--- src/hdl/md_host_pkg.sv ---
//////////////////////////////
// Host download kinds, bus sizes
// and the cheat code word layout
//////////////////////////////
package md_host_pkg;

	// Bus and port sizes
	parameter int DL_INDEX_W = 8;
	parameter int DATA_W     = 16;
	parameter int LBA_W      = 32;

	// Download kinds, cartridges match on index bits 4:0
	parameter logic [DL_INDEX_W-1:0] IDX_MD    = 8'h01;
	parameter logic [DL_INDEX_W-1:0] IDX_SMS   = 8'h02;
	parameter logic [DL_INDEX_W-1:0] IDX_CHEAT = 8'hFF;

	//////////////////////////////
	// Cheat code layout
	//////////////////////////////

	parameter int CHEAT_W     = 128;
	parameter int CHEAT_WORDS = 8;

	// Field positions inside the assembled code
	parameter int CF_FLAGS_LSB = 96;
	parameter int CF_ADDR_LSB  = 64;
	parameter int CF_CMP_LSB   = 32;
	parameter int CF_REPL_LSB  = 0;

	// Byte offsets of the low and high word of each field
	parameter logic [3:0] OFS_FLAGS_LO = 4'd0;
	parameter logic [3:0] OFS_FLAGS_HI = 4'd2;
	parameter logic [3:0] OFS_ADDR_LO  = 4'd4;
	parameter logic [3:0] OFS_ADDR_HI  = 4'd6;
	parameter logic [3:0] OFS_CMP_LO   = 4'd8;
	parameter logic [3:0] OFS_CMP_HI   = 4'd10;
	parameter logic [3:0] OFS_REPL_LO  = 4'd12;
	parameter logic [3:0] OFS_REPL_HI  = 4'd14;

endpackage

--- src/hdl/md_cart_pkg.sv ---
//////////////////////////////
// Cartridge header addresses, region
// and priority codes, header byte view
//////////////////////////////
package md_cart_pkg;

	// Header byte addresses
	parameter int unsigned HDR_REGION_A = 'h1F0;
	parameter int unsigned HDR_REGION_B = 'h1F2;
	parameter int unsigned HDR_END      = 'h200;

	// Console regions
	parameter logic [1:0] REGION_JP = 2'd0;
	parameter logic [1:0] REGION_US = 2'd1;
	parameter logic [1:0] REGION_EU = 2'd2;

	// Region priority orders for header mode
	parameter logic [1:0] PRIO_US_EU_JP = 2'd0;
	parameter logic [1:0] PRIO_EU_US_JP = 2'd1;
	parameter logic [1:0] PRIO_US_JP_EU = 2'd2;
	parameter logic [1:0] PRIO_JP_US_EU = 2'd3;

	// Auto region modes
	parameter logic [1:0] AUTO_HEADER   = 2'd0;
	parameter logic [1:0] AUTO_FILE_EXT = 2'd1;
	parameter logic [1:0] AUTO_OFF      = 2'd2;

	// Bits of the region nibble
	parameter int RGN_BIT_EU = 3;
	parameter int RGN_BIT_US = 2;
	parameter int RGN_BIT_JP = 0;

	// Header byte, either a character or a nibble pair
	// nib[1] is the high nibble, nib[0] the region field
	typedef union packed {
		logic [7:0]      ch;
		logic [1:0][3:0] nib;
	} hdr_char_u;

endpackage

--- src/hdl/md_load_ctrl.sv ---
//////////////////////////////
// Wishbone download slave, download
// kind decode and start/end events
//////////////////////////////
`timescale 1ns/1ps

module md_load_ctrl import md_host_pkg::*; #(
	parameter int ADDR_W = 25
) (
	input  logic                  clk_sys,
	input  logic                  sys_reset,
	input  logic                  wb_cyc_i,
	input  logic                  wb_stb_i,
	input  logic                  wb_we_i,
	input  logic [ADDR_W-1:0]     wb_adr_i,
	input  logic [DATA_W-1:0]     wb_dat_i,
	input  logic                  dl_active_i,
	input  logic [DL_INDEX_W-1:0] dl_index_i,
	output logic                  wb_ack_o,
	output logic                  cart_wr_o,
	output logic                  cheat_wr_o,
	output logic [ADDR_W-1:0]     wr_addr_o,
	output logic [DATA_W-1:0]     wr_data_o,
	output logic                  cart_start_o,
	output logic                  cart_end_o,
	output logic                  cheat_start_o,
	output logic                  cart_ms_o
);

	logic req;
	logic cart_kind;
	logic cheat_kind;
	logic cart_dl;
	logic cheat_dl;
	logic cart_dl_q;
	logic cheat_dl_q;

	// New bus cycle, ack follows one clock later
	assign req = wb_cyc_i & wb_stb_i & ~wb_ack_o;

	assign cart_kind = (dl_index_i[4:0] == IDX_MD[4:0]) | (dl_index_i[4:0] == IDX_SMS[4:0]);
	assign cheat_kind = (dl_index_i == IDX_CHEAT);
	assign cart_dl = dl_active_i & cart_kind;
	assign cheat_dl = dl_active_i & cheat_kind;

	always_ff @(posedge clk_sys) begin
		if (sys_reset) begin
			wb_ack_o <= 1'b0;
			cart_wr_o <= 1'b0;
			cheat_wr_o <= 1'b0;
			cart_dl_q <= 1'b0;
			cheat_dl_q <= 1'b0;
			cart_start_o <= 1'b0;
			cart_end_o <= 1'b0;
			cheat_start_o <= 1'b0;
			cart_ms_o <= 1'b0;
		end else begin
			wb_ack_o <= req;
			// Write strobe goes only to the owner of the download
			cart_wr_o <= req & wb_we_i & cart_dl;
			cheat_wr_o <= req & wb_we_i & cheat_dl;

			cart_dl_q <= cart_dl;
			cheat_dl_q <= cheat_dl;
			cart_start_o <= cart_dl & ~cart_dl_q;
			cart_end_o <= ~cart_dl & cart_dl_q;
			cheat_start_o <= cheat_dl & ~cheat_dl_q;

			if (cart_dl & ~cart_dl_q)
				cart_ms_o <= (dl_index_i[4:0] == IDX_SMS[4:0]);
		end
	end

	// Address and data line up with the write strobe
	always_ff @(posedge clk_sys) begin
		if (req) begin
			wr_addr_o <= wb_adr_i;
			wr_data_o <= wb_dat_i;
		end
	end

endmodule

--- src/hdl/md_header_scan.sv ---
//////////////////////////////
// Region flags from the cartridge header
//////////////////////////////
`timescale 1ns/1ps

module md_header_scan import md_host_pkg::*, md_cart_pkg::*; #(
	parameter int ADDR_W = 25
) (
	input  logic              clk_sys,
	input  logic              sys_reset,
	input  logic              cart_wr_i,
	input  logic [ADDR_W-1:0] wr_addr_i,
	input  logic [DATA_W-1:0] wr_data_i,
	input  logic              cart_start_i,
	input  logic              cart_end_i,
	output logic              hdr_j_o,
	output logic              hdr_u_o,
	output logic              hdr_e_o,
	output logic              hdr_ready_o
);

	hdr_char_u  lo_c;
	hdr_char_u  hi_c;
	logic [3:0] rgn_hex;
	logic [2:0] flag_q;
	logic [2:0] flag_nxt;

	// Letter to {e,u,j}
	function automatic logic [2:0] letter_flags(input hdr_char_u c);
		logic [2:0] f;
		case (c.ch)
			"J":     f = 3'b001;
			"U":     f = 3'b010;
			"E":     f = 3'b100;
			default: f = 3'b000;
		endcase
		return f;
	endfunction

	function automatic logic [2:0] nib_flags(input logic [3:0] n);
		return {n[RGN_BIT_EU], n[RGN_BIT_US], n[RGN_BIT_JP]};
	endfunction

	assign lo_c = wr_data_i[7:0];
	assign hi_c = wr_data_i[15:8];
	// Hex letters A-F land on 10-15
	assign rgn_hex = lo_c.nib[0] - 4'd7;

	always_comb begin
		flag_nxt = flag_q;
		if (cart_start_i)
			flag_nxt = 3'b000;
		if (cart_wr_i && wr_addr_i == ADDR_W'(HDR_REGION_A)) begin
			if (letter_flags(lo_c) != 3'b000)
				flag_nxt = flag_nxt | letter_flags(lo_c);
			else if (lo_c.ch >= "0" && lo_c.ch <= "9")
				flag_nxt = nib_flags(lo_c.nib[0]);
			else if (lo_c.ch >= "A" && lo_c.ch <= "F")
				flag_nxt = nib_flags(rgn_hex);
			// Second letter in the high byte
			flag_nxt = flag_nxt | letter_flags(hi_c);
		end
		if (cart_wr_i && wr_addr_i == ADDR_W'(HDR_REGION_B))
			flag_nxt = flag_nxt | letter_flags(lo_c);
	end

	always_ff @(posedge clk_sys) begin
		if (sys_reset) begin
			flag_q <= 3'b000;
			hdr_ready_o <= 1'b0;
		end else begin
			flag_q <= flag_nxt;
			if (cart_wr_i && wr_addr_i == ADDR_W'(HDR_END))
				hdr_ready_o <= 1'b1;
			else if (cart_end_i)
				hdr_ready_o <= 1'b0;
		end
	end

	assign hdr_j_o = flag_q[0];
	assign hdr_u_o = flag_q[1];
	assign hdr_e_o = flag_q[2];

endmodule

--- src/hdl/md_region_select.sv ---
//////////////////////////////
// Console region choice on header ready
//////////////////////////////
`timescale 1ns/1ps

module md_region_select import md_host_pkg::*, md_cart_pkg::*; (
	input  logic                  clk_sys,
	input  logic                  sys_reset,
	input  logic                  hdr_ready_i,
	input  logic                  hdr_j_i,
	input  logic                  hdr_u_i,
	input  logic                  hdr_e_i,
	input  logic                  cart_ms_i,
	input  logic [1:0]            auto_mode_i,
	input  logic [1:0]            prio_mode_i,
	input  logic [DL_INDEX_W-1:0] dl_index_i,
	output logic [1:0]            region_o,
	output logic                  region_set_o
);

	logic ready_q;
	logic ready_rise;
	logic ready_fall;

	// First present region in the priority order, else the order's head
	function automatic logic [1:0] pick_region(input logic [1:0] prio,
			input logic j, input logic u, input logic e);
		logic [1:0] r;
		r = REGION_US;
		case (prio)
			PRIO_US_EU_JP: r = u ? REGION_US : e ? REGION_EU : j ? REGION_JP : REGION_US;
			PRIO_EU_US_JP: r = e ? REGION_EU : u ? REGION_US : j ? REGION_JP : REGION_EU;
			PRIO_US_JP_EU: r = u ? REGION_US : j ? REGION_JP : e ? REGION_EU : REGION_US;
			PRIO_JP_US_EU: r = j ? REGION_JP : u ? REGION_US : e ? REGION_EU : REGION_JP;
		endcase
		return r;
	endfunction

	assign ready_rise = hdr_ready_i & ~ready_q;
	assign ready_fall = ~hdr_ready_i & ready_q;

	always_ff @(posedge clk_sys) begin
		if (sys_reset) begin
			ready_q <= 1'b0;
			region_o <= REGION_JP;
			region_set_o <= 1'b0;
		end else begin
			ready_q <= hdr_ready_i;
			if (ready_rise && !cart_ms_i) begin
				case (auto_mode_i)
					AUTO_HEADER: begin
						region_o <= pick_region(prio_mode_i, hdr_j_i, hdr_u_i, hdr_e_i);
						region_set_o <= 1'b1;
					end
					AUTO_FILE_EXT: begin
						region_o <= dl_index_i[DL_INDEX_W-1 -: 2];
						region_set_o <= |dl_index_i;
					end
					// AUTO_OFF and the spare code leave the region alone
					default: ;
				endcase
			end
			if (ready_fall)
				region_set_o <= 1'b0;
		end
	end

endmodule

--- src/hdl/md_cheat_loader.sv ---
//////////////////////////////
// Cheat code assembly from bus words
//////////////////////////////
`timescale 1ns/1ps

module md_cheat_loader import md_host_pkg::*; #(
	parameter int ADDR_W = 25
) (
	input  logic               clk_sys,
	input  logic               sys_reset,
	input  logic               cheat_wr_i,
	input  logic [ADDR_W-1:0]  wr_addr_i,
	input  logic [DATA_W-1:0]  wr_data_i,
	input  logic               cheat_start_i,
	input  logic               cart_start_i,
	output logic [CHEAT_W-1:0] code_o,
	output logic               code_valid_o,
	output logic               code_clear_o
);

	// Any new download drops the codes already loaded
	assign code_clear_o = cheat_start_i | cart_start_i;

	always_ff @(posedge clk_sys) begin
		if (code_clear_o) begin
			code_o <= '0;
		end else if (cheat_wr_i) begin
			case (wr_addr_i[3:0])
				OFS_FLAGS_LO: code_o[CF_FLAGS_LSB +: DATA_W] <= wr_data_i;
				OFS_FLAGS_HI: code_o[CF_FLAGS_LSB + DATA_W +: DATA_W] <= wr_data_i;
				OFS_ADDR_LO:  code_o[CF_ADDR_LSB +: DATA_W] <= wr_data_i;
				OFS_ADDR_HI:  code_o[CF_ADDR_LSB + DATA_W +: DATA_W] <= wr_data_i;
				OFS_CMP_LO:   code_o[CF_CMP_LSB +: DATA_W] <= wr_data_i;
				OFS_CMP_HI:   code_o[CF_CMP_LSB + DATA_W +: DATA_W] <= wr_data_i;
				OFS_REPL_LO:  code_o[CF_REPL_LSB +: DATA_W] <= wr_data_i;
				OFS_REPL_HI:  code_o[CF_REPL_LSB + DATA_W +: DATA_W] <= wr_data_i;
				default: ;
			endcase
		end
	end

	// Last word of a code clocks it in
	always_ff @(posedge clk_sys) begin
		if (sys_reset)
			code_valid_o <= 1'b0;
		else
			code_valid_o <= cheat_wr_i && (wr_addr_i[3:0] == OFS_REPL_HI);
	end

endmodule

--- src/hdl/md_backup_seq.sv ---
//////////////////////////////
// Backup RAM load/save sector sequencer
//////////////////////////////
`timescale 1ns/1ps

module md_backup_seq import md_host_pkg::*; #(
	parameter int SECTORS = 128
) (
	input  logic             clk_sys,
	input  logic             sys_reset,
	input  logic             cart_start_i,
	input  logic             cart_end_i,
	input  logic             img_mounted_i,
	input  logic             img_readonly_i,
	input  logic             img_size_nz_i,
	input  logic             bk_load_i,
	input  logic             bk_save_i,
	input  logic             sd_ack_i,
	output logic [LBA_W-1:0] sd_lba_o,
	output logic             sd_rd_o,
	output logic             sd_wr_o,
	output logic             busy_o
);

	logic dl_q;
	logic bk_ena;
	logic loading;
	logic old_load;
	logic old_save;
	logic old_ack;
	logic load_rise;
	logic save_rise;
	logic ack_rise;
	logic ack_fall;
	logic last_sector;

	assign load_rise = bk_load_i & ~old_load;
	assign save_rise = bk_save_i & ~old_save;
	assign ack_rise = sd_ack_i & ~old_ack;
	assign ack_fall = ~sd_ack_i & old_ack;
	assign last_sector = (sd_lba_o == LBA_W'(SECTORS - 1));

	always_ff @(posedge clk_sys) begin
		if (sys_reset) begin
			dl_q <= 1'b0;
			bk_ena <= 1'b0;
			loading <= 1'b0;
			old_load <= 1'b0;
			old_save <= 1'b0;
			old_ack <= 1'b0;
			sd_lba_o <= '0;
			sd_rd_o <= 1'b0;
			sd_wr_o <= 1'b0;
			busy_o <= 1'b0;
		end else begin
			old_load <= bk_load_i;
			old_save <= bk_save_i;
			old_ack <= sd_ack_i;

			//////////////////////////////
			// Download window and enable
			//////////////////////////////
			if (cart_start_i)
				dl_q <= 1'b1;
			else if (cart_end_i)
				dl_q <= 1'b0;

			// Save image is mounted while the cartridge loads
			if (cart_start_i)
				bk_ena <= 1'b0;
			else if (dl_q && img_mounted_i && !img_readonly_i)
				bk_ena <= 1'b1;

			// Request drops once the host takes it
			if (ack_rise) begin
				sd_rd_o <= 1'b0;
				sd_wr_o <= 1'b0;
			end

			//////////////////////////////
			// Sweep control
			//////////////////////////////
			if (!busy_o) begin
				if (bk_ena && (load_rise || save_rise)) begin
					busy_o <= 1'b1;
					loading <= bk_load_i;
					sd_lba_o <= '0;
					sd_rd_o <= bk_load_i;
					sd_wr_o <= ~bk_load_i;
				end
				// Automatic restore after the cartridge is in
				if (cart_end_i && img_size_nz_i && bk_ena) begin
					busy_o <= 1'b1;
					loading <= 1'b1;
					sd_lba_o <= '0;
					sd_rd_o <= 1'b1;
					sd_wr_o <= 1'b0;
				end
			end else if (ack_fall) begin
				if (last_sector) begin
					busy_o <= 1'b0;
					loading <= 1'b0;
				end else begin
					sd_lba_o <= sd_lba_o + 1'b1;
					sd_rd_o <= loading;
					sd_wr_o <= ~loading;
				end
			end
		end
	end

endmodule

--- src/hdl/md_loader_top.sv ---
//////////////////////////////
// Host loading top level
//////////////////////////////
`timescale 1ns/1ps

module md_loader_top import md_host_pkg::*; #(
	parameter int ADDR_W  = 25,
	parameter int SECTORS = 128
) (
	input  logic                  clk_sys,
	input  logic                  sys_reset,
	input  logic                  wb_cyc_i,
	input  logic                  wb_stb_i,
	input  logic                  wb_we_i,
	input  logic [ADDR_W-1:0]     wb_adr_i,
	input  logic [DATA_W-1:0]     wb_dat_i,
	output logic                  wb_ack_o,
	input  logic                  dl_active_i,
	input  logic [DL_INDEX_W-1:0] dl_index_i,
	input  logic [1:0]            auto_mode_i,
	input  logic [1:0]            prio_mode_i,
	input  logic                  img_mounted_i,
	input  logic                  img_readonly_i,
	input  logic                  img_size_nz_i,
	input  logic                  bk_load_i,
	input  logic                  bk_save_i,
	input  logic                  sd_ack_i,
	output logic [1:0]            region_o,
	output logic                  region_set_o,
	output logic [CHEAT_W-1:0]    code_o,
	output logic                  code_valid_o,
	output logic                  code_clear_o,
	output logic [LBA_W-1:0]      sd_lba_o,
	output logic                  sd_rd_o,
	output logic                  sd_wr_o,
	output logic                  busy_o
);

	logic              cart_wr;
	logic              cheat_wr;
	logic [ADDR_W-1:0] wr_addr;
	logic [DATA_W-1:0] wr_data;
	logic              cart_start;
	logic              cart_end;
	logic              cheat_start;
	logic              cart_ms;
	logic              hdr_j;
	logic              hdr_u;
	logic              hdr_e;
	logic              hdr_ready;

	md_load_ctrl #(.ADDR_W(ADDR_W)) u_load_ctrl (
		.clk_sys(clk_sys), .sys_reset(sys_reset),
		.wb_cyc_i(wb_cyc_i), .wb_stb_i(wb_stb_i), .wb_we_i(wb_we_i),
		.wb_adr_i(wb_adr_i), .wb_dat_i(wb_dat_i),
		.dl_active_i(dl_active_i), .dl_index_i(dl_index_i),
		.wb_ack_o(wb_ack_o), .cart_wr_o(cart_wr), .cheat_wr_o(cheat_wr),
		.wr_addr_o(wr_addr), .wr_data_o(wr_data),
		.cart_start_o(cart_start), .cart_end_o(cart_end),
		.cheat_start_o(cheat_start), .cart_ms_o(cart_ms)
	);

	md_header_scan #(.ADDR_W(ADDR_W)) u_header_scan (
		.clk_sys(clk_sys), .sys_reset(sys_reset),
		.cart_wr_i(cart_wr), .wr_addr_i(wr_addr), .wr_data_i(wr_data),
		.cart_start_i(cart_start), .cart_end_i(cart_end),
		.hdr_j_o(hdr_j), .hdr_u_o(hdr_u), .hdr_e_o(hdr_e), .hdr_ready_o(hdr_ready)
	);

	md_region_select u_region_select (
		.clk_sys(clk_sys), .sys_reset(sys_reset),
		.hdr_ready_i(hdr_ready), .hdr_j_i(hdr_j), .hdr_u_i(hdr_u), .hdr_e_i(hdr_e),
		.cart_ms_i(cart_ms), .auto_mode_i(auto_mode_i), .prio_mode_i(prio_mode_i),
		.dl_index_i(dl_index_i),
		.region_o(region_o), .region_set_o(region_set_o)
	);

	md_cheat_loader #(.ADDR_W(ADDR_W)) u_cheat_loader (
		.clk_sys(clk_sys), .sys_reset(sys_reset),
		.cheat_wr_i(cheat_wr), .wr_addr_i(wr_addr), .wr_data_i(wr_data),
		.cheat_start_i(cheat_start), .cart_start_i(cart_start),
		.code_o(code_o), .code_valid_o(code_valid_o), .code_clear_o(code_clear_o)
	);

	md_backup_seq #(.SECTORS(SECTORS)) u_backup_seq (
		.clk_sys(clk_sys), .sys_reset(sys_reset),
		.cart_start_i(cart_start), .cart_end_i(cart_end),
		.img_mounted_i(img_mounted_i), .img_readonly_i(img_readonly_i),
		.img_size_nz_i(img_size_nz_i),
		.bk_load_i(bk_load_i), .bk_save_i(bk_save_i), .sd_ack_i(sd_ack_i),
		.sd_lba_o(sd_lba_o), .sd_rd_o(sd_rd_o), .sd_wr_o(sd_wr_o), .busy_o(busy_o)
	);

endmodule

--- config.mk ---
export PLATFORM = sky130hd
export DESIGN_NAME = md_loader_top
export DESIGN_NICKNAME = d
export VERILOG_FILES = /design/src/hdl/md_host_pkg.sv /design/src/hdl/md_cart_pkg.sv /design/src/hdl/md_load_ctrl.sv /design/src/hdl/md_header_scan.sv /design/src/hdl/md_region_select.sv /design/src/hdl/md_cheat_loader.sv /design/src/hdl/md_backup_seq.sv /design/src/hdl/md_loader_top.sv
export SDC_FILE = /design/constraint.sdc
export NUM_CORES = 1
export LEC_CHECK = 0
export ABC_CLOCK_PERIOD_IN_PS = 4100
export BUFFER_PORTS_ARGS = -buffer_cell sky130_fd_sc_hd__buf_2
export CELL_PAD_IN_SITES_DETAIL_PLACEMENT = 0
export CELL_PAD_IN_SITES_GLOBAL_PLACEMENT = 2
export CORE_UTILIZATION = 31
export DETAILED_ROUTE_END_ITERATION = 16
export GPL_TIMING_DRIVEN = 0
export PLACE_DENSITY = 0.88
export SYNTH_ARGS = -nofsm -noshare
export SYNTH_HDL_FRONTEND = slang
export SYNTH_SLANG_ARGS = --single-unit
export TNS_END_PERCENT = 1
--- constraint.sdc ---
create_clock -name clk_sys -period 4.1 [get_ports clk_sys]
set_clock_uncertainty 0.1 [all_clocks]
set_input_delay 0.82 -clock clk_sys [delete_from_list [all_inputs] [get_ports clk_sys]]
set_output_delay 0.82 -clock clk_sys [all_outputs]
set_load 0.005 [all_outputs]
## After elaboration in Yosys (flattened, before gate mapping)

Cells that the tools add are included.

| cells by class | value |
|---|---|
| multipliers | 0 |
| eq/ne operators | 27 |
| shifts and indexed selects | 0 |
| mux-type cells | 59 |
| reduce and logical (&&, ||, !) cells | 37 |
| div/mod/pow operators | 0 |
| $lt $le $gt $ge | 4 |
| bitwise logic cells | 33 |
| add/subtract/negate cells | 2 |

Operators with widths:

| operator | count |
|---|---|
| 2-to-1 mux 32 bit | 5 |
| == test 25 x 9 -> 1 bit (second input constant) | 2 |
| == test 8 x 7 -> 1 bit (second input constant) | 6 |
| 2-to-1 mux 3 bit | 12 |
| adder 32 x 1 -> 32 bit (second input constant) | 1 |
| == test 32 x 7 -> 1 bit (second input constant) | 1 |
| 2-to-1 mux 1 bit | 26 |
| == test 25 x 10 -> 1 bit (second input constant) | 1 |
| 2-to-1 mux 2 bit | 11 |
| case mux 3 bit (3 select lines) | 2 |
| AND reduction 2 bit | 9 |
| bitwise AND 1 bit | 16 |
| == test 4 bit (second input constant) | 4 |
| logical AND 1 bit | 12 |
| NOT 1 bit | 12 |
| OR 3 bit | 3 |
| == test 4 x 3 -> 1 bit (second input constant) | 2 |
| == test 8 bit (second input constant) | 1 |
| greater-or-equal comparator 8 x 6 -> 1 bit (second input constant) | 1 |
| greater-or-equal comparator 8 x 7 -> 1 bit (second input constant) | 1 |
| <= comparator 8 x 6 -> 1 bit (second input constant) | 1 |
| <= comparator 8 x 7 -> 1 bit (second input constant) | 1 |
| case mux 2 bit (4 select lines) | 1 |
| OR reduction 8 bit | 1 |
| other kinds (18) | 30 |

| storage, ports and cells | value |
|---|---|
| input port bits | 65 |
| bits in writable memories | 0 |
| register bits after elaboration | 228 |
| bits in latches | 0 |
| bits in read-only memories | 0 |
| memories kept | 0 |

## Logic depth before layout (Yosys ltp)

Gate-level depths: netlist of run 1.

| depth | value |
|---|---|
| depth after elaboration | 13 |
| depth in mapped cells | 7 |
| mapped depth without buffers | 5 |

## By module

From an unflattened synthesis of run 1, not the netlist that was laid out.

| second synthesis, totals | value |
|---|---|
| cells, all modules | 910 |
| area, all modules | 9542.9 µm² |

By module, submodules not included:

| module | seq. area each (µm²) | cells an instance | times used | area an instance (µm²) |
|---|---|---|---|---|
| md_cheat_loader | 2582.5 | 443 | 1 | 4719.5 |
| md_backup_seq | 820.8 | 282 | 1 | 2336.0 |
| md_load_ctrl | 1411.4 | 70 | 1 | 1539.0 |
| md_header_scan | 80.1 | 86 | 1 | 668.1 |
| md_region_select | 80.1 | 29 | 1 | 280.3 |

## Worst setup path after synthesis of run 1

No wires, ideal clock.

| timing path | value |
|---|---|
| path type | input to register |
| start | in wb_cyc_i |
| end | reg u_load_ctrl.wr_addr_o[0], enable pin |
| slack | 908 ps |
| stages on the path | 2 |
| data arrival time | 2651 ps |
| cells stage by stage | nand2_1 -> nor2_1 |

| between the ends | value |
|---|---|
| longest elaborated chain between the ends | 2 |

RTL lines:

| element | RTL line | source |
|---|---|---|
| from (decl) | md_loader_top.sv:12 | `input logic wb_cyc_i,` |
| bitwise AND 1 bit (2 in series) | md_load_ctrl.sv:39 | `assign req = wb_cyc_i & wb_stb_i & ~wb_ack_o;` |
| named net u_load_ctrl.req | md_load_ctrl.sv:30 | `logic req;` |
| to (signal assigned) | md_load_ctrl.sv:77 | `wr_addr_o <= wb_adr_i;` |
| to (decl) | md_load_ctrl.sv:22 | `output logic [ADDR_W-1:0] wr_addr_o,` |

The timed path passes the listed nets, and every way through them passes these cells.
A chain may end at the register's enable or synchronous reset.

## Final worst setup path of run 1

| timing path | value |
|---|---|
| start | reg u_load_ctrl.cart_start_o |
| end | out code_clear_o |

| between the ends | value |
|---|---|
| longest elaborated chain between the ends | 1 |

RTL lines:

| element | RTL line | source |
|---|---|---|
| from (decl) | md_load_ctrl.sv:24 | `output logic cart_start_o,` |
| from (signal assigned) | md_load_ctrl.sv:65 | `cart_start_o <= cart_dl & ~cart_dl_q;` |
| OR 1 bit | md_cheat_loader.sv:22 | `assign code_clear_o = cheat_start_i \| cart_start_i;` |
| to (decl) | md_loader_top.sv:32 | `output logic code_clear_o,` |

Every way passes these cells.

==> impl_metrics.tcl, run 1 <==
set metrics [dict create \
    synth_area_mm2 0.00898 \
    wl_per_cell_um 17.4 \
    min_period_ps 2770 \
    clock-sinks 228 \
    syn_inst 1034 \
    syn-num-nets 1100 \
    ys_ff_latch 228 \
    clk_latency_ps 530 \
    critPathMaxFanout 10 \
    h-tree-depth 1 \
    num_vias 8351 \
    synth_edf_count 41 \
    drv_slew 0 \
    grt_pass1_vias 7832 \
    cp-start-kind "flip-flop" \
    grt_overflow 0 \
    n_antenna_cell 0 \
    first_pass_iters 5 \
    final_cells 1696 \
    power_mw 4.77 \
    yosysSeqAreaShare_pct 55.4 \
    leakage_nw 4.57 \
    fillers 2918 \
    synth_area_leaders "dfxtp_1 (42%), edfxtp_1 (14%), nand2_1 (12%), a21oi_1 (8.7%), clkbuf_1 (2.6%)" \
    cts_tree "built" \
    finalSetupViolations 0 \
    fp.dieArea_mm2 0.0297 \
    synth_most_common_cell "nand2_1" \
    grt_pass1_wl_mm 44.6 \
    timing.final.crit_share_pct 67.6 \
    syn2layout_area_growth_pct 28.2 \
    die-height_um 172 \
    crit_required_ps 3180 \
    whs_path_depth 1 \
    synth_top_area_share_pct 41.7 \
    setup_tns_ps 0 \
    ctsHoldBuffers 0 \
    grt_max_degree 30 \
    drt_iter0_markers 544 \
    hold_viol 0 \
    synth_top_cell_by_area "dfxtp_1" \
    post_cts_buffers 0 \
    r2r_cells 7 \
    power.density_mw_per_mm2 415 \
    num_rows 61 \
    maxCapViolCount 0 \
    multiInputGateArea_mm2 0.00372 \
    wl_mm 29.6 \
    port-buffer-count 233 \
    cts_made_buffers 27 \
    ff_latch_area_mm2 0.00497 \
    nets 1363 \
    drtAntennaViolNets 0 \
    start_util_pct 31.9 \
    post-dp-hpwl_mm 21.0 \
    synth_common_cells "nand2_1 (299), dfxtp_1 (187), a21oi_1 (156)" \
    track_usage_pct 19.8 \
    syn_area_per_cell_um2 8.69 \
    io_pins 234 \
    drc 0 \
    worstSetupPathType "reg -> out" \
    tightestPinTransition_ps 960 \
    crit_path_end_kind "output port" \
    async_reset_ff_share_pct 0 \
    place_inst 1646 \
    die-width_um 172 \
    relSlewSlack_pct 36.0 \
    cp.arrival_ps 1850 \
    hold_slack_ps 318 \
    ctsResizeCount 0 \
    cts.path.max_buffers 3 \
    rsz0062_at_grt "no" \
    drive_gt1_share_pct 21.9 \
    ys_warn_count 0 \
    synth-main-ff-cell "dfxtp_1" \
    hp-class "reg -> reg" \
    antenna_found_initial 0 \
    ir_worst_vdd_v 0.000238 \
    clockRootBuffer "clkbuf_16" \
    postLayoutCoreUtil_pct 40.9 \
    fmax_mhz 361 \
    synth_cell_types 61 \
    gp_congestion 0.790 \
    clkTransAtPathRegs_ps 60 \
    via_per_inst 4.92 \
    core-area_mm2 0.0282 \
    outcome "finished clean" \
]
## registers in the layout (all words and copies together) (netlist names), 2 cells and up
name	count
u_backup_seq.sd_lba_o	32
u_cheat_loader.code_o	128
u_header_scan.flag_q	3
u_load_ctrl.wr_addr_o	25
u_load_ctrl.wr_data_o	16
u_region_select.region_o	2
## cells in the final DEF (no fill, tap or decap), drive strengths merged, types with 7 or more instances in the layout
| cell type | netlist | routed |
|---|---|---|
| nor3 | 20 | 20 |
| or3 | 11 | 11 |
| nand4 | 17 | 17 |
| clkinv | 0 | 10 |
| nor2b | 10 | 10 |
| mux2i | 8 | 8 |
| a21oi | 156 | 156 |
| edfxtp | 41 | 41 |
| nand2b | 11 | 11 |
| buf | 3 | 237 |
| nand3 | 20 | 20 |
| nand2 | 299 | 299 |
| o21ai | 15 | 15 |
| dfxtp | 187 | 187 |
| clkbuf | 62 | 98 |
| or4 | 12 | 12 |
| nor4 | 14 | 14 |
| nor2 | 28 | 28 |
| inv | 14 | 15 |
| and3 | 11 | 11 |
| and4 | 8 | 8 |
| and2 | 7 | 7 |
| o31ai | 11 | 11 |
## worst max-delay path: stages (launching register included)
cell      delay [ps]
dfxtp_1          450
or2_1            230
clkbuf_1         430
buf_2            210
## where the power goes
group,internal (mW),switching [mW]
logic,0.0456,0.0924
clock network,1.36,0.960
registers,2.30,0.00900
## through the flow
stage	setup WS, ps	area [um^2]
finish	1330	11500
global route	1200	11500
CTS	1250	11500
detailed placement	1060	10600
global placement	-11.9	10600
floorplan	908	8980
## area by class of cell
| type | instances | share of cell area (%) |
|---|---|---|
| multi-input cells | 727 | 32.3 |
| plain buffers | 65 | 2.13 |
| clock buffers | 36 | 6.60 |
| well taps | 378 | 4.11 |
| clock inverters | 14 | 0.924 |
| inverters | 14 | 0.456 |
| repair buffers | 234 | 10.3 |
| flip-flops and latches | 228 | 43.2 |
## final timing paths
check,from,slack (ps),end
max,u_load_ctrl.cart_start_o,1330,code_clear_o
min,u_load_ctrl.cheat_dl_q,320,u_load_ctrl.cheat_start_o
max reg2reg,u_backup_seq.sd_lba_o[6],1440,u_backup_seq.sd_lba_o[20]
min reg2reg,u_load_ctrl.cheat_dl_q,320,u_load_ctrl.cheat_start_o
## routing by layer
metal | track usage, % | share of wire [%] | vias to the layer above
met5 | 0 | 0 | -
met4 | 5.77 | 2.6 | 0
met3 | 3.02 | 5.9 | 51
met2 | 32.2 | 46 | 263
met1 | 27.0 | 45 | 3891
li1 | - | - | 4146
## kinds of logic after synthesis
family	count (synthesis)	share of synthesized area [%]
xor gates and xnor gates	7	0.683
AOI/OAI and AO/OA	220	14.0
muxes	8	0.892
buffers and inverters	79	3.32
DFF	228	55.4
and+or+nand+nor	491	25.6
adders and majority gates	1	0.139
Note: power is estimated with default switching activity, not from simulation.
==> inputs of run 2 (changes only) <==
ABC_AREA = 1   (was unset)
ABC_CLOCK_PERIOD_IN_PS = 2890   (was 4100)
CORE_UTILIZATION = 30   (was 31)
PLACE_DENSITY = 0.87   (was 0.88)
clock period = 2.89 ns   (was 4.1 ns; I/O delays follow)
==> impl_metrics.tcl, run 2 <==
set metrics [dict create \
    via_per_inst 4.75 \
    die-height_um 181 \
    worstSetupPathType "reg -> out" \
    grt_overflow 0 \
    timing.final.crit_share_pct 91.3 \
    core-area_mm2 0.0316 \
    r2r_cells 9 \
    cts_tree "built" \
    synth_top_cell_by_area "dfxtp_1" \
    syn_inst 1236 \
    io_pins 234 \
    largest_register_ffs 128 \
    cts_made_buffers 27 \
    yosysSeqAreaShare_pct 51.8 \
    synth-main-ff-cell "dfxtp_1" \
    cts.path.max_buffers 3 \
    drive_gt1_share_pct 20.9 \
    synth_top_area_share_pct 39.0 \
    ys_warn_count 0 \
    outcome "finished clean" \
    design_area_mm2 0.0123 \
    syn-num-nets 1302 \
    swShare_pct 22.4 \
    synth_edf_count 41 \
    hp-class "in -> reg" \
    gp_congestion 0.892 \
    rsz0062_at_grt "no" \
    clock-sinks 228 \
    min_period_ps 2640 \
    final_common_cell "nand2_1" \
    first_pass_iters 5 \
    p_int_mw 5.54 \
    pwr-share-seq_pct 46.5 \
    leakage_nw 5.11 \
    reg_top3 "u_cheat_loader.code_o (128), u_backup_seq.sd_lba_o (32), u_load_ctrl.wr_addr_o (25)" \
    wl_mm 31.9 \
    cp_slowest_cell "dfxtp_1" \
    cp.arrival_ps 1960 \
    crit_required_ps 2210 \
    layout_common_cells "nand2_1 (308), buf_2 (240), nor2_1 (188), dfxtp_1 (187), a21oi_1 (106)" \
    async_reset_ff_share_pct 0 \
    tightestPinTransition_ps 889 \
    crit_start "u_load_ctrl.cart_start_o" \
    n_antenna_cell 0 \
    r2r_slack_ps 330 \
    place_ws_ps 401 \
    r2r-start "u_backup_seq.sd_lba_o[0]" \
    power_switching_mw 1.60 \
    grt_pass1_vias 8733 \
    clkTransAtPathRegs_ps 60 \
    syn2layout_area_growth_pct 27.7 \
    drtAntennaViolNets 0 \
    antenna_found_initial 1 \
    combPwrFrac_pct 3.4 \
    h-tree-depth 1 \
    synth_cell_types 41 \
    post-dp-hpwl_mm 23.9 \
    start_util_pct 30.4 \
    path_cells "or2_2 > clkbuf_1 > buf_2" \
    maxCapViolCount 0 \
    ys_ff_latch 228 \
    num_rows 65 \
    drt_iter0_markers 460 \
    drc 0 \
    crit_path_end_kind "output port" \
    synth_common_cells "nand2_1 (308), nor2_1 (188), dfxtp_1 (187)" \
    place_inst 1872 \
    power.density_mw_per_mm2 582 \
    critPathMaxFanout 12 \
    relSlewSlack_pct 40.7 \
    num_vias 9120 \
    hold_viol 0 \
    worst_slack_ps 250 \
    die-width_um 181 \
    p_clk_share_pct 50.2 \
    fp.dieArea_mm2 0.0327 \
    wl_per_cell_um 16.6 \
    cpPeakStageDelay_ps 450 \
    grt_max_degree 24 \
    cp-start-kind "flip-flop" \
    syn_area_per_cell_um2 7.77 \
    final_cells 1921 \
    finalSetupViolations 0 \
    track_usage_pct 19.0 \
    ctsHoldBuffers 0 \
    synth_area_leaders "dfxtp_1 (39%), edfxtp_1 (13%), nand2_1 (12%), nor2_1 (7.4%), a21oi_1 (5.5%)" \
    synth_area_mm2 0.00960 \
    r2r_end "u_backup_seq.sd_lba_o[16]" \
    fmax_mhz 379 \
    grt_pass1_wl_mm 48.9 \
    synth_most_common_cell "nand2_1" \
    power_mw 7.14 \
    clk_latency_ps 550 \
    drv_slew 0 \
    ir_worst_vdd_v 0.000421 \
    nets 1564 \
    crit_path_end "code_clear_o" \
    postLayoutCoreUtil_pct 38.8 \
    port-buffer-count 232 \
    regMostFlops "u_cheat_loader.code_o" \
    placed_cell_area_mm2 0.0113 \
    clockRootBuffer "clkbuf_16" \
]
==> run 2: changes by cell type after synthesis, moves of 10 or more <==
cell,change
nor2b_1,-10
xor2_1,+11
nor2_1,+160
or3_1,-11
a211oi_1,+63
a21oi_1,-50
or4_1,-11
nand3_1,+35
clkbuf_1,-23
inv_1,+87
or2_2,+11
nand2b_1,-11
and3_1,-10
==> run 2: critical path, delay by kind of cell, from the launching register on <==
kind                   cells  cell delay (ps)
and+or+nand+nor            1              360
DFF                        1              450
buffers and inverters      2              580
==> run 2: cells by family (layout without fill, tap and decap cells) <==
group / Yosys count / count (layout) / synth area share [%]
flip-flops: 228 / 228 / 51.8
AND/OR/NAND/NOR: 629 / 629 / 27.2
XOR/XNOR: 14 / 14 / 1.28
adder cells (fa/ha/maj): 1 / 1 / 0.130
AO/OA/AOI/OAI: 200 / 200 / 12.5
buffers and inverters: 164 / 447 / 7.01
==> run 2: per-stage QoR <==
stage          TNS (ps)  hold slack (ps)
2_1_floorplan         0              268
3_3_place_gp     -34900              277
3_5_place_dp          0              279
4_1_cts               0             74.5
5_1_grt               0             81.8
6_report              0             95.3
==> run 2: timing repair <==
item | in CTS | in global routing
setup endpoints to repair | 1 | 0
hold endpoints to repair | 0 | 0
resized for setup | 1 | 0
buffers inserted | 0 | 0
==> run 2: area by class of cell <==
| cell class | count | area (um^2) |
|---|---|---|
| clock buffers | 32 | 724 |
| clock inverters | 18 | 218 |
| multi-input cells | 844 | 3960 |
| repair buffers | 234 | 1200 |
| inverters | 108 | 405 |
| plain buffers | 55 | 264 |
| fillers | 3333 | 19300 |
| well taps | 402 | 503 |
| flip-flops and latches | 228 | 4970 |
==> run 2: worst min-delay path by stage <==
stage | from | endpoint | depth (start not counted)
floorplan | u_load_ctrl.cheat_dl_q | u_load_ctrl.cheat_start_o | 1
global placement | u_load_ctrl.cheat_dl_q | u_load_ctrl.cheat_start_o | 1
detailed placement | u_load_ctrl.cheat_dl_q | u_load_ctrl.cheat_start_o | 1
CTS | wb_adr_i[3] | u_load_ctrl.wr_addr_o[3] | 1
global route | wb_dat_i[14] | u_load_ctrl.wr_data_o[14] | 1
finish | wb_dat_i[3] | u_load_ctrl.wr_data_o[3] | 1
==> run 2: metal layers <==
layer	track usage [%]	vias to the layer above	wire [um]
li1	-	4590	-
met1	25.0	4220	14500
met2	31.8	250	14900
met3	3.29	58	1550
met4	5.88	2	905
met5	0	-	13
==> run 2: power by group through the flow <==
stage / sequential (mW) / clock [mW] / combinational [mW]
5_1_grt: 3.32 / 3.78 / 0.266
6_report: 3.32 / 3.58 / 0.240
4_1_cts: 3.32 / 3.66 / 0.243
3_3_place_gp: 3.39 / 0 / 0.232
2_1_floorplan: 3.38 / 0 / 0.105
3_5_place_dp: 3.39 / 0 / 0.242
